<file path="src/design/spi_card_pkg.sv">
// data byte, CRC and bit index types, block tokens, CRC polynomial, rx and tx FSM states
`default_nettype none

package spi_card_pkg;

	// one byte on the data line, sent MSB first
	typedef logic [7:0] byte_t;

	// CRC16 remainder
	typedef logic [15:0] crc16_t;

	// bit position within a byte
	typedef logic [2:0] bit_cnt_t;

	////////////////////////////////////////////////////////////////////////////
	// tokens and polynomial
	////////////////////////////////////////////////////////////////////////////

	localparam byte_t START_TOKEN = 8'hFE;
	localparam byte_t DATA_ERR_TOKEN = 8'h0D;

	// CCITT, x^16 + x^12 + x^5 + 1
	localparam crc16_t CRC_POLY = 16'h1021;

	////////////////////////////////////////////////////////////////////////////
	// FSM states
	////////////////////////////////////////////////////////////////////////////

	typedef enum logic [1:0] {
		rx_hunt,
		rx_data,
		rx_crc,
		rx_push_end
	} rx_state_t;

	typedef enum logic [2:0] {
		tx_idle,
		tx_token,
		tx_data,
		tx_crc,
		tx_err
	} tx_state_t;

endpackage

`default_nettype wire

</file>
<file path="src/design/spi_block_buffer.sv">
// one-block store between receive and transmit, with block status and drain sequencing
`timescale 1ns/1ps
`default_nettype none

module spi_block_buffer #(
	parameter int BLOCK_BYTES = 8
) (
	input  logic                clk,
	input  logic                rst,
	input  logic                rx_req,
	output logic                rx_ack,
	input  spi_card_pkg::byte_t rx_byte,
	input  logic                rx_end,
	input  logic                rx_bad,
	output logic                tx_req,
	input  logic                tx_ack,
	output spi_card_pkg::byte_t tx_byte,
	output logic                tx_last,
	output logic                tx_bad
);

	localparam int IDX_W = $clog2(BLOCK_BYTES);

	spi_card_pkg::byte_t mem [BLOCK_BYTES];
	logic [IDX_W-1:0] wr_idx;
	logic [IDX_W-1:0] rd_idx;
	logic draining;
	logic bad;
	logic rx_take;

	// nothing new from rx until the block has left
	assign rx_take = rx_req && !rx_ack && !draining;

	// a bad block is a single item
	assign tx_byte = mem[rd_idx];
	assign tx_bad = bad;
	assign tx_last = bad || (rd_idx == IDX_W'(BLOCK_BYTES - 1));

	always_ff @(posedge clk)
	begin
		if (rx_take && !rx_end)
			mem[wr_idx] <= rx_byte;
	end

	always_ff @(posedge clk or posedge rst)
	begin
		if (rst)
		begin
			rx_ack <= 1'b0;
			tx_req <= 1'b0;
			wr_idx <= '0;
			rd_idx <= '0;
			draining <= 1'b0;
			bad <= 1'b0;
		end
		else
		begin
			////////////////////////////////////////////////////////////////////////////
			// fill side
			////////////////////////////////////////////////////////////////////////////
			if (rx_take)
			begin
				rx_ack <= 1'b1;
				if (rx_end)
				begin
					bad <= rx_bad;
					draining <= 1'b1;
					wr_idx <= '0;
					rd_idx <= '0;
				end
				else
					wr_idx <= wr_idx + 1'b1;
			end
			else if (!rx_req && rx_ack)
				rx_ack <= 1'b0;

			////////////////////////////////////////////////////////////////////////////
			// drain side
			////////////////////////////////////////////////////////////////////////////
			if (draining && !tx_req && !tx_ack)
				tx_req <= 1'b1;
			else if (tx_req && tx_ack)
			begin
				tx_req <= 1'b0;
				if (tx_last)
					draining <= 1'b0;
				else
					rd_idx <= rd_idx + 1'b1;
			end
		end
	end

endmodule

`default_nettype wire

</file>
<file path="src/design/spi_card_top.sv">
// SPI card data path top: data line, receive stage, block buffer, transmit stage
`timescale 1ns/1ps
`default_nettype none

module spi_card_top #(
	parameter int BLOCK_BYTES = 8
) (
	input  logic clk,
	input  logic rst,
	input  logic datin,
	input  logic crc_check_en,
	output logic dataout,
	output logic crc_error,
	output logic busy
);

	logic rcvd_data;
	logic crc_clr;
	logic rd_data;
	logic rd_crc;
	logic wr_data;
	logic wr_crc;
	logic xmit_data;
	logic busy_rx;
	logic busy_tx;

	// rx to buffer
	logic rx_req;
	logic rx_ack;
	spi_card_pkg::byte_t rx_byte;
	logic rx_end;
	logic rx_bad;

	// buffer to tx
	logic tx_req;
	logic tx_ack;
	spi_card_pkg::byte_t tx_byte;
	logic tx_last;
	logic tx_bad;

	// held from token detection through the end of the response
	assign busy = busy_rx | busy_tx;

	spi_data_line u_line (
		.clk          (clk),
		.rst          (rst),
		.datin        (datin),
		.crc_check_en (crc_check_en),
		.crc_clr      (crc_clr),
		.rd_data      (rd_data),
		.rd_crc       (rd_crc),
		.wr_data      (wr_data),
		.wr_crc       (wr_crc),
		.xmit_data    (xmit_data),
		.rcvd_data    (rcvd_data),
		.dataout      (dataout),
		.crc_error    (crc_error)
	);

	spi_data_rx #(.BLOCK_BYTES(BLOCK_BYTES)) u_rx (
		.clk       (clk),
		.rst       (rst),
		.rcvd_data (rcvd_data),
		.crc_error (crc_error),
		.crc_clr   (crc_clr),
		.rd_data   (rd_data),
		.rd_crc    (rd_crc),
		.rx_req    (rx_req),
		.rx_ack    (rx_ack),
		.rx_byte   (rx_byte),
		.rx_end    (rx_end),
		.rx_bad    (rx_bad),
		.busy_rx   (busy_rx)
	);

	spi_block_buffer #(.BLOCK_BYTES(BLOCK_BYTES)) u_buf (
		.clk     (clk),
		.rst     (rst),
		.rx_req  (rx_req),
		.rx_ack  (rx_ack),
		.rx_byte (rx_byte),
		.rx_end  (rx_end),
		.rx_bad  (rx_bad),
		.tx_req  (tx_req),
		.tx_ack  (tx_ack),
		.tx_byte (tx_byte),
		.tx_last (tx_last),
		.tx_bad  (tx_bad)
	);

	spi_data_tx #(.BLOCK_BYTES(BLOCK_BYTES)) u_tx (
		.clk       (clk),
		.rst       (rst),
		.tx_req    (tx_req),
		.tx_ack    (tx_ack),
		.tx_byte   (tx_byte),
		.tx_last   (tx_last),
		.tx_bad    (tx_bad),
		.wr_data   (wr_data),
		.wr_crc    (wr_crc),
		.xmit_data (xmit_data),
		.busy_tx   (busy_tx)
	);

endmodule

`default_nettype wire

</file>
<file path="src/design/spi_crc16.sv">
// serial CRC16 generator with MSB-first remainder shift-out
`timescale 1ns/1ps
`default_nettype none

module spi_crc16 (
	input  logic clk,
	input  logic rst,
	input  logic clr,
	input  logic gen_en,
	input  logic out_en,
	input  logic din,
	output logic dout
);

	spi_card_pkg::crc16_t crc_reg;
	logic fb;

	// top remainder bit against the incoming bit
	assign fb = crc_reg[15] ^ din;

	// remainder leaves MSB first
	assign dout = crc_reg[15];

	always_ff @(posedge clk or posedge rst)
	begin
		if (rst)
			crc_reg <= '0;
		else if (clr)
			crc_reg <= '0;
		else if (gen_en)
			crc_reg <= {crc_reg[14:0], 1'b0} ^ (fb ? spi_card_pkg::CRC_POLY : '0);
		else if (out_en)
			// zero fill, so a full shift-out leaves a cleared register
			crc_reg <= {crc_reg[14:0], 1'b0};
	end

	// the unit serves one direction at a time, either summing or emitting
	gen_out_exclusive: assert property (
		@(posedge clk) disable iff (rst)
		!(gen_en && out_en)
	);

endmodule

`default_nettype wire

</file>
<file path="src/design/spi_data_line.sv">
// data line: input sampling, shared CRC muxing, output bit select, sticky CRC error flag
`timescale 1ns/1ps
`default_nettype none

module spi_data_line (
	input  logic clk,
	input  logic rst,
	input  logic datin,
	input  logic crc_check_en,
	input  logic crc_clr,
	input  logic rd_data,
	input  logic rd_crc,
	input  logic wr_data,
	input  logic wr_crc,
	input  logic xmit_data,
	output logic rcvd_data,
	output logic dataout,
	output logic crc_error
);

	logic crc_din;
	logic crc_dout;
	logic gen_en;
	logic out_en;

	////////////////////////////////////////////////////////////////////////////
	// CRC source and output select
	////////////////////////////////////////////////////////////////////////////

	// transmit data feeds the CRC only while bytes go out
	assign crc_din = wr_data ? xmit_data : rcvd_data;
	assign gen_en = rd_data | wr_data;
	assign out_en = rd_crc | wr_crc;

	// card drives its own CRC bits, everything else comes from tx
	assign dataout = wr_crc ? crc_dout : xmit_data;

	// line idles high
	always_ff @(posedge clk or posedge rst)
	begin
		if (rst)
			rcvd_data <= 1'b1;
		else
			rcvd_data <= datin;
	end

	// sticky until the next start token
	always_ff @(posedge clk or posedge rst)
	begin
		if (rst)
			crc_error <= 1'b0;
		else if (!crc_check_en || crc_clr)
			crc_error <= 1'b0;
		else if (rd_crc && (crc_dout != rcvd_data))
			crc_error <= 1'b1;
	end

	spi_crc16 u_crc (
		.clk    (clk),
		.rst    (rst),
		.clr    (crc_clr),
		.gen_en (gen_en),
		.out_en (out_en),
		.din    (crc_din),
		.dout   (crc_dout)
	);

	// half duplex, rx and tx never own the line together
	half_duplex: assert property (
		@(posedge clk) disable iff (rst)
		!((rd_data || rd_crc) && (wr_data || wr_crc))
	);

endmodule

`default_nettype wire

</file>
<file path="src/design/spi_data_rx.sv">
// receive stage: start token hunt, byte assembly, CRC window, byte and end-item handshake
`timescale 1ns/1ps
`default_nettype none

module spi_data_rx #(
	parameter int BLOCK_BYTES = 8
) (
	input  logic                clk,
	input  logic                rst,
	input  logic                rcvd_data,
	input  logic                crc_error,
	output logic                crc_clr,
	output logic                rd_data,
	output logic                rd_crc,
	output logic                rx_req,
	input  logic                rx_ack,
	output spi_card_pkg::byte_t rx_byte,
	output logic                rx_end,
	output logic                rx_bad,
	output logic                busy_rx
);

	localparam int IDX_W = $clog2(BLOCK_BYTES);

	spi_card_pkg::rx_state_t state;
	spi_card_pkg::byte_t window;
	spi_card_pkg::byte_t next_window;
	spi_card_pkg::bit_cnt_t bit_cnt;
	logic [3:0] crc_cnt;
	logic [IDX_W-1:0] byte_idx;
	logic token_hit;
	logic byte_done;

	assign next_window = {window[6:0], rcvd_data};
	assign token_hit = (state == spi_card_pkg::rx_hunt) &&
		(next_window == spi_card_pkg::START_TOKEN);
	assign byte_done = (state == spi_card_pkg::rx_data) && (bit_cnt == 3'd7);

	// CRC clears on the token so the first data bit is summed next cycle
	assign crc_clr = token_hit;
	assign rd_data = (state == spi_card_pkg::rx_data);
	assign rd_crc = (state == spi_card_pkg::rx_crc);
	assign busy_rx = (state != spi_card_pkg::rx_hunt);

	// byte goes out on the cycle its last bit arrives
	always_ff @(posedge clk)
	begin
		if (byte_done)
			rx_byte <= next_window;
	end

	always_ff @(posedge clk or posedge rst)
	begin
		if (rst)
		begin
			state <= spi_card_pkg::rx_hunt;
			window <= '1;
			bit_cnt <= '0;
			crc_cnt <= '0;
			byte_idx <= '0;
			rx_req <= 1'b0;
			rx_end <= 1'b0;
			rx_bad <= 1'b0;
		end
		else
		begin
			window <= next_window;
			// retire a handshake once the buffer answers
			if (rx_req && rx_ack)
			begin
				rx_req <= 1'b0;
				rx_end <= 1'b0;
			end
			case (state)
				spi_card_pkg::rx_hunt:
				begin
					bit_cnt <= '0;
					byte_idx <= '0;
					if (token_hit)
						state <= spi_card_pkg::rx_data;
				end
				spi_card_pkg::rx_data:
				begin
					bit_cnt <= bit_cnt + 3'd1;
					if (byte_done)
					begin
						rx_req <= 1'b1;
						if (byte_idx == IDX_W'(BLOCK_BYTES - 1))
						begin
							crc_cnt <= '0;
							state <= spi_card_pkg::rx_crc;
						end
						else
							byte_idx <= byte_idx + 1'b1;
					end
				end
				spi_card_pkg::rx_crc:
				begin
					crc_cnt <= crc_cnt + 4'd1;
					if (crc_cnt == 4'd15)
						state <= spi_card_pkg::rx_push_end;
				end
				default:
				begin
					// error flag has settled one cycle after the last CRC bit
					if (!rx_req && !rx_ack)
					begin
						rx_req <= 1'b1;
						rx_end <= 1'b1;
						rx_bad <= crc_error;
					end
					else if (rx_req && rx_ack)
						state <= spi_card_pkg::rx_hunt;
				end
			endcase
		end
	end

	// buffer must have closed the last four-phase cycle before a new byte is offered
	req_after_idle: assert property (
		@(posedge clk) disable iff (rst)
		$rose(rx_req) |-> !rx_ack
	);

endmodule

`default_nettype wire

</file>
<file path="src/design/spi_data_tx.sv">
// transmit stage: start token, buffered bytes, CRC window, or the data error token
`timescale 1ns/1ps
`default_nettype none

module spi_data_tx #(
	parameter int BLOCK_BYTES = 8
) (
	input  logic                clk,
	input  logic                rst,
	input  logic                tx_req,
	output logic                tx_ack,
	input  spi_card_pkg::byte_t tx_byte,
	input  logic                tx_last,
	input  logic                tx_bad,
	output logic                wr_data,
	output logic                wr_crc,
	output logic                xmit_data,
	output logic                busy_tx
);

	localparam int IDX_W = $clog2(BLOCK_BYTES);

	spi_card_pkg::tx_state_t state;
	spi_card_pkg::byte_t sh;
	spi_card_pkg::byte_t nxt;
	spi_card_pkg::bit_cnt_t bit_cnt;
	logic [3:0] crc_cnt;
	logic [IDX_W-1:0] sent_cnt;
	logic have;
	logic nxt_last;
	logic cur_last;
	logic take;

	// one byte of lookahead, fetched while the current byte shifts
	assign take = tx_req && !tx_ack && !have;

	assign wr_data = (state == spi_card_pkg::tx_data);
	assign wr_crc = (state == spi_card_pkg::tx_crc);
	assign xmit_data = ((state == spi_card_pkg::tx_idle) || (state == spi_card_pkg::tx_crc)) ?
		1'b1 : sh[7];
	// tx_req covers the hand-over gap from the buffer
	assign busy_tx = (state != spi_card_pkg::tx_idle) || tx_req;

	always_ff @(posedge clk or posedge rst)
	begin
		if (rst)
		begin
			state <= spi_card_pkg::tx_idle;
			tx_ack <= 1'b0;
			sh <= '0;
			nxt <= '0;
			bit_cnt <= '0;
			crc_cnt <= '0;
			sent_cnt <= '0;
			have <= 1'b0;
			nxt_last <= 1'b0;
			cur_last <= 1'b0;
		end
		else
		begin
			if (tx_ack && !tx_req)
				tx_ack <= 1'b0;
			if (take)
			begin
				tx_ack <= 1'b1;
				sent_cnt <= (state == spi_card_pkg::tx_idle) ? IDX_W'(1) : sent_cnt + 1'b1;
				if (!tx_bad)
				begin
					nxt <= tx_byte;
					nxt_last <= tx_last;
					have <= 1'b1;
				end
			end
			case (state)
				spi_card_pkg::tx_idle:
				begin
					bit_cnt <= '0;
					cur_last <= 1'b0;
					// token waits until the first byte is in hand
					if (take)
					begin
						if (tx_bad)
						begin
							sh <= spi_card_pkg::DATA_ERR_TOKEN;
							state <= spi_card_pkg::tx_err;
						end
						else
						begin
							sh <= spi_card_pkg::START_TOKEN;
							state <= spi_card_pkg::tx_token;
						end
					end
				end
				spi_card_pkg::tx_token, spi_card_pkg::tx_data:
				begin
					sh <= {sh[6:0], 1'b0};
					bit_cnt <= bit_cnt + 3'd1;
					if (bit_cnt == 3'd7)
					begin
						if ((state == spi_card_pkg::tx_data) && cur_last)
						begin
							crc_cnt <= '0;
							state <= spi_card_pkg::tx_crc;
						end
						else
						begin
							sh <= nxt;
							cur_last <= nxt_last;
							have <= 1'b0;
							state <= spi_card_pkg::tx_data;
						end
					end
				end
				spi_card_pkg::tx_crc:
				begin
					crc_cnt <= crc_cnt + 4'd1;
					if (crc_cnt == 4'd15)
						state <= spi_card_pkg::tx_idle;
				end
				default:
				begin
					sh <= {sh[6:0], 1'b0};
					bit_cnt <= bit_cnt + 3'd1;
					if (bit_cnt == 3'd7)
						state <= spi_card_pkg::tx_idle;
				end
			endcase
		end
	end

	// buffer refills the lookahead within one byte time, so no gap inside a block
	no_underrun: assert property (
		@(posedge clk) disable iff (rst)
		(state == spi_card_pkg::tx_data) && (bit_cnt == 3'd7) && !cur_last |-> have
	);

	// last flag from the buffer lands on the final byte of the block
	last_on_count: assert property (
		@(posedge clk) disable iff (rst)
		take && tx_last && !tx_bad && (state != spi_card_pkg::tx_idle)
			|-> (sent_cnt == IDX_W'(BLOCK_BYTES - 1))
	);

endmodule

`default_nettype wire
</file>
<file path="config.mk">
export PLATFORM = sky130hd
export DESIGN_NAME = spi_card_top
export DESIGN_NICKNAME = d
export VERILOG_FILES = /design/src/design/spi_card_pkg.sv /design/src/design/spi_block_buffer.sv /design/src/design/spi_card_top.sv /design/src/design/spi_crc16.sv /design/src/design/spi_data_line.sv /design/src/design/spi_data_rx.sv /design/src/design/spi_data_tx.sv
export SDC_FILE = /design/constraint.sdc
export NUM_CORES = 1
export LEC_CHECK = 0
export BUFFER_PORTS_ARGS = -buffer_cell sky130_fd_sc_hd__clkbuf_2
export CAP_MARGIN = 40
export CORE_MARGIN = 4
export CORE_UTILIZATION = 30
export CTS_CLUSTER_DIAMETER = 200
export DETAILED_ROUTE_END_ITERATION = 16
export PLACE_DENSITY = 0.52
export SLEW_MARGIN = 20
export SYNTH_ARGS = -nofsm -noshare
export SYNTH_HDL_FRONTEND = slang
export SYNTH_HIERARCHICAL = 1
export SYNTH_SLANG_ARGS = --single-unit
</file>
<file path="constraint.sdc">
create_clock -name clk -period 7.1 [get_ports clk]
set_clock_uncertainty 0.05 [all_clocks]
set_input_delay 0.71 -clock clk [delete_from_list [all_inputs] [get_ports clk]]
set_output_delay 0.71 -clock clk [all_outputs]
set_load 0.05 [all_outputs]
</file>
==> results of run 1 <==
## per-stage QoR
| step | utilization, % | total power [mW] |
|---|---|---|
| 3_3_place_gp | 31.56 | 2.166 |
| 5_1_grt | 34.55 | 3.282 |
| 6_report | 34.55 | 3.075 |
| 2_1_floorplan | - | 2.047 |
| 3_5_place_dp | 31.94 | 2.229 |
| 4_1_cts | 34.45 | 3.114 |
## cells in the final DEF, fill, tap and decap left out, drive strengths merged, types with 12 or more instances in the layout
cell type  count
dfrtp         72
mux4          16
inv           18
edfxtp        72
nor2          28
mux2          26
clkbuf        25
a21oi         14
nand2b        25
a22o          13
o21ai         29
nand2         33
buf           12
ha            15
## power breakdown
part	total [mW]	leakage (nW)	internal, mW	switching (mW)
registers	1.28	1.64	1.09	0.194
clock network	0.873	0.275	0.543	0.330
logic	0.919	1.09	0.449	0.471
total	3.07	3.00	2.08	0.994
## cell families after synthesis
group           synth area share (%)
mux                            10.74
compound gates                 9.260
simple gates                   12.01
buf+inv                        3.172
flops                          60.81
xor+xnor                       1.276
fa+ha+maj                      2.734
## area by class of cell
cell class	instances	area [sq um]	area share [%]
flip-flops and latches	152	4174	53.53
multi-input cells	301	2489	31.92
clock buffers	19	432.9	5.552
well taps	285	356.6	4.573
repair buffers	18	145.1	1.861
clock inverters	11	132.6	1.701
inverters	18	67.56	0.8665
## per-layer routing
metal | routed length [microns] | share of wire, %
met5 | 0 | 0
met4 | 145 | 1.1
met3 | 356 | 2.8
met2 | 6117 | 48
met1 | 6167 | 48
## worst min path at each step
| stage | to | from | slack [ns] | depth (start not counted) |
|---|---|---|---|---|
| 5_1_grt | u_line/crc_error | rst | 0.13 | 2 |
| 3_5_place_dp | u_rx/window[1] | u_rx/window[0] | 0.32 | 0 |
| 2_1_floorplan | u_rx/window[1] | u_rx/window[0] | 0.31 | 0 |
| 4_1_cts | u_line/crc_error | rst | 0.12 | 2 |
| 6_report | u_line/crc_error | rst | 0.14 | 2 |
| 3_3_place_gp | u_rx/window[1] | u_rx/window[0] | 0.32 | 0 |
==> summary.md, run 1 <==
| Metric | Value |
|---|---|
| Total inserted antenna cells | 0 |
| Antenna Nets Post-Route | 0 |
| Worst r2r dst | u_line/u_crc/crc_reg[14] |
| Worst Max-Slew Pin Slew | 0.8396 ns |
| Tightest Hold Check Type | in2async |
| Count of unresolved DRC violations after routing | 0 |
| Number of nets in the final layout | 527 |
| Largest cells by area after synthesis | sky130_fd_sc_hd__edfxtp_1, sky130_fd_sc_hd__dfrtp_1, sky130_fd_sc_hd__mux4_1 |
| P per Cell Area | 394.3 nW/um^2 |
| Data arrival time of the critical path | 2.49 ns |
| Overall Global Routing Usage | 10.57% |
| Yosys cell types | 68 |
| Outcome | complete, no violations |
| Highest Clock Rate | 307.8 MHz |
| Type of element launching the critical path | flop |
| Family with the most delay on the worst path | flip-flops |
| Prevailing post-synth register cell | sky130_fd_sc_hd__edfxtp_1 |
| Max Cap Viol | 0 |
| Layer with the highest usage after global routing | met2 |
| TritonCTS buffer count | 17 |
| Vias in the first global route | 3960 |
| Worst hold slack after final layout | 0.1422 ns |
| Crit path required time | 6.34 ns |
| Number of buffers inserted by post-CTS setup repair | 0 |
| Routed wire length per instance | 15.90 microns |
| Number of hold buffers added after CTS | 0 |
| Antenna violations before repair | 0 |
| Detailed-route wire length | 12790 microns |
| Skew-Pair Late Insertion Delay | 0.41 ns |
| CTS H-tree lvls | 4 |
| Levels on crit path | 4 |
| Syn nets | 511 |
| Max-slew violation total from the final report | 0 |
| Clk pin slew, worst setup/hold paths | 0.06 ns |
| Global-route met1 utilization | 14.45% |
| Die Span X | 159.3 microns |
| RSZ-0062 raised after global routing | no |
| Violation count after the first detailed-routing iteration | 296 |
| Clock sink total | 152 |
| Critical Path Start | u_tx/state[1] |
| Post-detail-place hpwl | 8767 microns |
| Post-Place Cell Area | 7209 sq um |
| Sequential element share of the synthesized area | 60.81% |
| Buffer levels on the longest clock path | 2 |
| Critical setup path kind | reg2out |
| Peak supply drop | 0.2010 mV |
| Critical Path Fanout Max | 19 |
| Sort of element at the end of the critical path | output port |
| Total placed cells including tap cells | 771 |
| Share of the clock period used by the worst path after layout | 45.76% |
| Buf+Inv Stages, Crit Path | 1 |
| Post-Syn Instances | 492 |
| Max FFs per register | 64 |
| Global route overflow | 0 |
| Core box area | 22570 sq um |
| Placer congestion estimate | 0.8451 |
| Max transition margin | 44.03% |
| Met2 demand-to-capacity share in global routing | 16.32% |
| Area fraction of the dominant cell type after synthesis | 31.50% |
| CP peak stage delay | 0.80 ns |
| FF-to-FF path depth | 5 |
| Most frequent cells after synthesis | sky130_fd_sc_hd__dfrtp_1, sky130_fd_sc_hd__edfxtp_1, sky130_fd_sc_hd__nand2_1 |
| Fin cells | 804 |
| Vias post-DR | 3917 |
| Capture point of the worst path | dataout |
| Number of synthesized flops with an enable pin | 72 |
| Overall die area | 25360 sq um |
| Detailed-routing iteration count for the pre-antenna-repair pass | 5 |
| Flops & latches, synth | 152 |
| Number of core rows | 55 |
| Met3 global-route usage | 2.615% |
| Total count of hold-check failures in the final report | 0 |
| Final min period | 3.249 ns |
| Cell with the biggest individual delay on the critical path | sky130_fd_sc_hd__dfrtp_1 |
| Number of filler cells placed in the layout | 2167 |
| Starting density of the core | 30.41% |
| Wire length of the first global-routing pass | 21270 microns |
| Mapped Avg Cell Area | 13.95 sq um |
| Worst setup slack after layout | 3.851 ns |
| Number of endpoints failing setup at the final stage | 0 |
| Synthesis warning total | 6 |
| Fraction of registers with async set/reset | 52.63% |
| Synth area leader | sky130_fd_sc_hd__edfxtp_1 |
| Post-route standard cell area excluding fillers | 7797 sq um |
| Average via count per standard cell | 4.872 |
| CTS tree | built |
| Source of the worst register-to-register timing path | u_tx/state[2] |
| Ratio of cells with drive above 1 in the final layout | 19.65% |
| CP cell instances | nand2b_1 -> nor2_1 -> mux2_1 -> clkbuf_2 |
| Count of input and output buffers | 6 |
| Top-Level Pins | 7 |
| Largest net degree at the start of global routing | 31 |
| Internal reg-to-reg setup slack | 4.47 ns |
| Pre-CTS worst setup slack | 4.304 ns |
| Leakage power figure | 2.999 nW |
| Number of gates resized after cts | 0 |
| Post-synthesis to final-layout area growth | 13.60% |
| Total Neg Setup Slack | 0 ns |
| CTS Root Cell | sky130_fd_sc_hd__clkbuf_16 |
| Die span in y | 159.3 microns |
| Cell area after technology mapping | 6864 sq um |
(Power assumes the default switching activity.)
==> inputs of run 2 (changes only) <==
==> constraint.sdc (replaced) <==
create_clock -name clk -period 3.4 [get_ports clk]
set_clock_uncertainty 0.05 [all_clocks]
set_input_delay 0.34 -clock clk [delete_from_list [all_inputs] [get_ports clk]]
set_output_delay 0.34 -clock clk [all_outputs]
set_load 0.05 [all_outputs]
==> summary.md, run 2 (synthesis gave the netlist of run 1 again) <==
| Metric | Value |
|---|---|
| Outcome | complete, no violations |
| CTS tree | built |
| Antenna violations before repair | 0 (unchanged) |
| Total inserted antenna cells | 0 (unchanged) |
| Final min period | 2.860 ns |
| Violation count after the first detailed-routing iteration | 148 (-50%) |
| Critical Path Fanout Max | 19 (unchanged) |
| Total Neg Setup Slack | 0 ns (unchanged) |
| Core box area | 22570 sq um (unchanged) |
| P per Cell Area | 811.2 nW/um^2 (+110%) |
| CTS H-tree lvls | 4 (unchanged) |
| Critical setup path kind | reg2out |
| Buffer levels on the longest clock path | 2 (unchanged) |
| Ratio of cells with drive above 1 in the final layout | 20.00% (+0.35 points) |
| TritonCTS buffer count | 17 (unchanged) |
| Number of buffers inserted by post-CTS setup repair | 0 (unchanged) |
| Overall die area | 25360 sq um (unchanged) |
| Die Span X | 159.3 microns (unchanged) |
| Average via count per standard cell | 4.884 (+0.25%) |
| Most used cells in the layout excluding fill and tap cells | sky130_fd_sc_hd__dfrtp_1, sky130_fd_sc_hd__edfxtp_1, sky130_fd_sc_hd__nand2_1, sky130_fd_sc_hd__nor2_1, sky130_fd_sc_hd__nand2b_1 |
| Max Cap Viol | 0 (unchanged) |
| Share of the clock period used by the worst path after layout | 84.13% |
| Starting density of the core | 30.41% (unchanged) |
| Crit path required time | 3.01 ns (-3.33 ns) |
| Detailed-routing iteration count for the pre-antenna-repair pass | 4 (-1) |
| Worst Max-Slew Pin Slew | 0.7642 ns (-0.07541 ns) |
| Vias in the first global route | 4125 (+4.2%) |
| Clk pin slew, worst setup/hold paths | 0.06 ns (about the same) |
| Wire length of the first global-routing pass | 21230 microns (-0.19%) |
| Skew-Pair Late Insertion Delay | 0.42 ns (about the same) |
| Number of filler cells placed in the layout | 2195 (+1.3%) |
| Clock sink total | 152 (unchanged) |
| Number of nets in the final layout | 531 (+0.76%) |
| Max FFs per register | 64 (unchanged) |
| Tightest Hold Check Type | in2reg |
| Number of endpoints failing setup at the final stage | 0 (unchanged) |
| Vias post-DR | 3956 (+1.0%) |
| Global route overflow | 0 (unchanged) |
| Post-detail-place hpwl | 8619 microns (-1.7%) |
| Total count of hold-check failures in the final report | 0 (unchanged) |
| Routed wire length per instance | 15.76 microns (-0.93%) |
| Count of input and output buffers | 6 (unchanged) |
| Highest Clock Rate | 349.6 MHz |
| Leakage power figure | 3.007 nW (+0.27%) |
| Placer congestion estimate | 0.7595 (-10%) |
| Overall Global Routing Usage | 10.46% (-0.12 points) |
| Data arrival time of the critical path | 2.47 ns (-0.02 ns) |
| Largest net degree at the start of global routing | 31 (unchanged) |
| Type of element launching the critical path | flop |
| Max-slew violation total from the final report | 0 (unchanged) |
| Top-Level Pins | 7 (unchanged) |
| Peak supply drop | 0.4253 mV (+110%) |
| Max transition margin | 48.89% (+4.9 points) |
| Detailed-route wire length | 12760 microns (-0.20%) |
| Count of unresolved DRC violations after routing | 0 (unchanged) |
| Die span in y | 159.3 microns (unchanged) |
| Antenna Nets Post-Route | 0 (unchanged) |
| Post-synthesis to final-layout area growth | 13.91% |
| Post-route total power | 6.343 mW (+110%) |
| CTS Root Cell | sky130_fd_sc_hd__clkbuf_16 |
| RSZ-0062 raised after global routing | no |
| Sort of element at the end of the critical path | output port |
| Number of core rows | 55 (unchanged) |
-- run 2: changes by cell type in the layout (fill, tap and decap cells not counted) --
cell	before	now
sky130_fd_sc_hd__nor3_1	5	7
sky130_fd_sc_hd__buf_8	1	2
sky130_fd_sc_hd__inv_6	0	5
sky130_fd_sc_hd__nor3_2	2	0
sky130_fd_sc_hd__clkinv_2	3	1
sky130_fd_sc_hd__clkinv_4	1	2
sky130_fd_sc_hd__buf_4	9	11
sky130_fd_sc_hd__dlygate4sd3_1	0	2
sky130_fd_sc_hd__clkinv_1	3	2
sky130_fd_sc_hd__clkinvlp_4	1	2
sky130_fd_sc_hd__bufinv_16	3	1
sky130_fd_sc_hd__buf_2	1	0
-- run 2: what timing repair did --
item,in CTS,in global routing
endpoints found under the setup margin,0,0
hold buffers,2,0
hold endpoints to repair,13,0
resized for setup,0,0
-- run 2: path summary, 6_finish.rpt --
| kind | start | endpoint | slack, ns | depth (start not counted) |
|---|---|---|---|---|
| worst max-delay path | u_tx/state[1] | dataout | 0.54 | 4 |
| worst min-delay path | crc_check_en | u_line/crc_error | 0.16 | 3 |
| worst max register to register | u_tx/state[1] | u_line/u_crc/crc_reg[12] | 0.80 | 7 |
| worst min register to register | u_rx/window[2] | u_rx/window[3] | 0.33 | 0 |
| max in group asynchronous | rst | u_line/u_crc/crc_reg[15] | 2.35 | 3 |
| min in group asynchronous | rst | u_line/crc_error | 0.34 | 3 |
-- run 2: per-stage QoR --
stage,area (sq um),hold WS [ns],std cells,util (%),worst slack (ns)
2_1_floorplan,6864,0.03046,492,-,1.168
4_1_cts,7776,0.1250,808,34.45,0.5041
6_report,7819,0.1585,810,34.64,0.5396
3_3_place_gp,7189,0.1956,773,31.85,0.9451
3_5_place_dp,7204,0.2090,774,31.92,0.8459
5_1_grt,7819,0.1380,810,34.64,0.3849
-- run 2: power by group --
group	switching (mW)	internal, mW	total, mW
clock network	0.735	1.01	1.75
logic	0.995	0.932	1.93
registers	0.393	2.27	2.67
-- run 2: final cells by class --
class                   instances  area (sq um)  share of cell area [%]
flip-flops and latches        152          4174                   53.38
well taps                     285         356.6                   4.561
multi-input cells             301          2479                   31.70
clock inverters                13         118.9                   1.520
repair buffers                 22         190.2                   2.432
clock buffers                  19         432.9                   5.537
inverters                      18         67.56                  0.8641
-- run 2: worst max-delay path, cell delays in order, from the launching register on --
cell and delay, ns:
sky130_fd_sc_hd__dfrtp_1 0.78, sky130_fd_sc_hd__nand2b_1 0.29, sky130_fd_sc_hd__nor2_1 0.36, sky130_fd_sc_hd__mux2_1 0.37
sky130_fd_sc_hd__clkbuf_2 0.24
-- run 2: layer usage --
metal  share of wire (%)  GRT usage [%]
met1                  47          13.37
met2                  49          17.18
met3                 2.2          2.433
met4                 1.9          4.339
met5                   0              0
==> inputs of run 3 (changes only) <==
--- a/config.mk
+++ b/config.mk
@@ -5,13 +5,14 @@
 export SDC_FILE = /design/constraint.sdc
 export NUM_CORES = 1
 export LEC_CHECK = 0
+export ABC_AREA = 1
 export BUFFER_PORTS_ARGS = -buffer_cell sky130_fd_sc_hd__clkbuf_2
 export CAP_MARGIN = 40
 export CORE_MARGIN = 4
 export CORE_UTILIZATION = 30
 export CTS_CLUSTER_DIAMETER = 200
 export DETAILED_ROUTE_END_ITERATION = 16
-export PLACE_DENSITY = 0.52
+export PLACE_DENSITY = 0.53
 export SLEW_MARGIN = 20
 export SYNTH_ARGS = -nofsm -noshare
 export SYNTH_HDL_FRONTEND = slang
==> constraint.sdc (replaced) <==
create_clock -name clk -period 2.6 [get_ports clk]
set_clock_uncertainty 0.05 [all_clocks]
set_input_delay 0.26 -clock clk [delete_from_list [all_inputs] [get_ports clk]]
set_output_delay 0.26 -clock clk [all_outputs]
set_load 0.05 [all_outputs]
==> summary.md, run 3 <==
| Metric | Value |
|---|---|
| Sort of element at the end of the critical path | output port |
| Number of filler cells placed in the layout | 2355 (+7.3%) |
| Violation count after the first detailed-routing iteration | 253 (+71%) |
| Most frequent cells after synthesis | sky130_fd_sc_hd__nand2_1, sky130_fd_sc_hd__inv_1, sky130_fd_sc_hd__dfrtp_1, sky130_fd_sc_hd__edfxtp_1, sky130_fd_sc_hd__nand3_1 |
| Layer with the highest usage after global routing | met2 |
| Total inserted antenna cells | 0 (unchanged) |
| Core box area | 22920 sq um (+1.5%) |
| CTS tree | built |
| Critical setup path kind | reg2out |
| Total count of hold-check failures in the final report | 0 (unchanged) |
| Data arrival time of the critical path | 1.93 ns (-0.54 ns) |
| Fraction of synthesized cell area in xor and xnor cells | 0% (-1.3 points) |
| Ratio of cells with drive above 1 in the final layout | 12.78% (-7.2 points) |
| Yosys cell types | 37 (-46%) |
| Prevailing post-synth register cell | sky130_fd_sc_hd__edfxtp_1 |
| Critical Path Fanout Max | 7 (-12) |
| Area fraction of the dominant cell type after synthesis | 30.54% (-0.96 points) |
| Count of input and output buffers | 6 (unchanged) |
| Sequential element share of the synthesized area | 58.96% (-1.8 points) |
| Number of core rows | 55 (unchanged) |
| Routed wire length per instance | 12.32 microns (-22%) |
| Max Cap Viol | 0 (unchanged) |
| Share of the synthesized area in compound gates (AO/OA/AOI/OAI) | 6.027% (-3.2 points) |
| Largest cells by area after synthesis | sky130_fd_sc_hd__edfxtp_1, sky130_fd_sc_hd__dfrtp_1, sky130_fd_sc_hd__nand2_1 |
| CTS Root Cell | sky130_fd_sc_hd__clkbuf_16 |
| Cell area after technology mapping | 7079 sq um (+3.1%) |
| Tightest Hold Check Type | in2reg |
| Detailed-routing iteration count for the pre-antenna-repair pass | 5 (+1) |
| Number of nets in the final layout | 804 (+51%) |
| Post-Synth Simple-Gate Area | 21.85% (+9.8 points) |
| Average via count per standard cell | 4.295 (-12%) |
| Overall Global Routing Usage | 11.32% (+0.87 points) |
| Die span in y | 161.6 microns (+1.5%) |
| Global route overflow | 0 (unchanged) |
| Combinational family with the most area after synthesis | simple AND/OR/NAND/NOR gates |
| Buffer levels on the longest clock path | 2 (unchanged) |
| Number of endpoints failing setup at the final stage | 0 (unchanged) |
| RSZ-0062 raised after global routing | no |
| Post-detail-place hpwl | 9492 microns (+10%) |
| Total Neg Setup Slack | 0 ns (unchanged) |
| Clock sink total | 152 (unchanged) |
| Number of synthesized flops with an enable pin | 72 (unchanged) |
| Skew-Pair Late Insertion Delay | 0.43 ns (about the same) |
| Syn nets | 782 (+53%) |
| Number of buffers inserted by post-CTS setup repair | 0 (unchanged) |
| Worst Max-Slew Pin Slew | 0.6404 ns (-0.1238 ns) |
| Vias post-DR | 4772 (+21%) |
| Detailed-route wire length | 13680 microns (+7.2%) |
| Highest Clock Rate | 447.2 MHz |
| Layout Utilization | 35.15% (+0.51 points) |
| Final min period | 2.236 ns |
| Crit path required time | 2.29 ns (-0.72 ns) |
| Vias in the first global route | 4796 (+16%) |
| Wire length of the first global-routing pass | 23590 microns (+11%) |
| Most used cells in the layout excluding fill and tap cells | sky130_fd_sc_hd__nand2_1, sky130_fd_sc_hd__inv_1, sky130_fd_sc_hd__dfrtp_1, sky130_fd_sc_hd__edfxtp_1, sky130_fd_sc_hd__nand3_1 |
| Largest net degree at the start of global routing | 34 (+9.7%) |
| Clk pin slew, worst setup/hold paths | 0.06 ns (about the same) |
| Share of the clock period used by the worst path after layout | 86.01% |
| Post-synthesis to final-layout area growth | 13.79% |
| Top-count cell post-synth | sky130_fd_sc_hd__nand2_1 |
| P per Cell Area | 1072 nW/um^2 (+32%) |
| Fraction of the mapped netlist area in adder cells | 2.651% (-0.083 points) |
| Overall die area | 26120 sq um (+3.0%) |
| Antenna Nets Post-Route | 0 (unchanged) |
| Global-route met1 utilization | 14.80% (+1.4 points) |
| Worst hold slack after final layout | 0.03348 ns (-0.1250 ns) |
| Leakage power figure | 3.854 nW (+28%) |
| Flops & latches, synth | 152 (unchanged) |
| Count of unresolved DRC violations after routing | 0 (unchanged) |
| Starting density of the core | 30.89% (+0.48 points) |
| Post-synthesis mux area share | 0.4595% (-10 points) |
| Fraction of registers with async set/reset | 52.63% (unchanged) |
| Antenna violations before repair | 1 (+1) |
| Post-Syn Instances | 763 (+55%) |
| CTS H-tree lvls | 4 (unchanged) |
| Top-Level Pins | 7 (unchanged) |
| Outcome | complete, no violations |
| Worst setup slack after layout | 0.3637 ns (-0.1758 ns) |
| Synth area leader | sky130_fd_sc_hd__edfxtp_1 |
| Peak supply drop | 0.5157 mV (+21%) |
| Pre-CTS worst setup slack | 0.6643 ns (-0.1816 ns) |
| Placer congestion estimate | 0.7823 (+3.0%) |
| Most common cell after layout, fill and taps aside | sky130_fd_sc_hd__nand2_1 |
| Type of element launching the critical path | flop |
| Max FFs per register | 64 (unchanged) |
| Synthesis warning total | 6 (unchanged) |
| Mapped Avg Cell Area | 9.278 sq um (-33%) |
| Max-slew violation total from the final report | 0 (unchanged) |
| TritonCTS buffer count | 17 (unchanged) |
| Met3 global-route usage | 3.036% (+0.60 points) |
| Die Span X | 161.6 microns (+1.5%) |
| Max transition margin | 57.15% (+8.3 points) |
| Met2 demand-to-capacity share in global routing | 17.75% (+0.57 points) |
run 3: layout make-up:
type | instances | area (sq um) | share of cell area [%]
Clock buffer | 17 | 425.4 | 5.281
Clock inverter | 15 | 151.4 | 1.879
Inverter | 151 | 571.8 | 7.098
Multi-Input combinational cell | 443 | 2193 | 27.23
Sequential cell | 152 | 4174 | 51.82
Tap cell | 313 | 391.6 | 4.862
Timing Repair Buffer | 20 | 147.6 | 1.833
run 3: final timing paths:
check | to | slack, ns | depth (start not counted) | startpoint
min | u_line/crc_error | 0.03 | 3 | crc_check_en
max | dataout | 0.36 | 7 | u_tx/state[1]
min reg2reg | u_rx/window[6] | 0.33 | 0 | u_rx/window[5]
min in group asynchronous | u_line/crc_error | 0.24 | 3 | rst
max in group asynchronous | u_rx/window[0] | 1.58 | 4 | rst
max reg2reg | u_line/u_crc/crc_reg[15] | 0.68 | 7 | u_rx/state[1]
run 3: power by group:
group | total, mW | internal [mW] | switching, mW
sequential | 3.36 | 3.04 | 0.322
clock | 2.42 | 1.35 | 1.06
combinational | 2.87 | 0.965 | 1.90
run 3: layer usage:
metal  part of all wire (%)  vias to the layer above
met5                      0                        -
met4                    2.3                        0
met3                    3.8                       22
met2                     46                       85
met1                     48                     2199
li1                       -                     2466
run 3: cell families after synthesis:
logic type	count (synthesis)
simple gates	363
buf+inv	168
flops	152
compound gates	62
fa+ha+maj	15
mux	3
run 3: critical path, cell delays in order, from the launching register on:
cell                       delay, ns
sky130_fd_sc_hd__dfrtp_1        0.44
sky130_fd_sc_hd__nor2_1         0.19
sky130_fd_sc_hd__nand2_1        0.10
sky130_fd_sc_hd__nand2_1        0.14
sky130_fd_sc_hd__or2_2          0.15
sky130_fd_sc_hd__nor2_1         0.04
sky130_fd_sc_hd__a21oi_1        0.15
sky130_fd_sc_hd__clkbuf_2       0.30
run 3: per-stage QoR:
step           cell area, sq um  total power, mW  instances
4_1_cts                    8055            8.769       1111
2_1_floorplan              7079            5.712        763
3_5_place_dp               7458            6.310       1077
3_3_place_gp               7443            6.280       1076
6_report                   8055            8.639       1111
5_1_grt                    8055            9.387       1111
run 3: what timing repair did:
action | 4_1_cts | 5_1_grt
endpoints found under the hold margin | 68 | 0
hold buffers | 2 | 0
resized for setup | 0 | 0
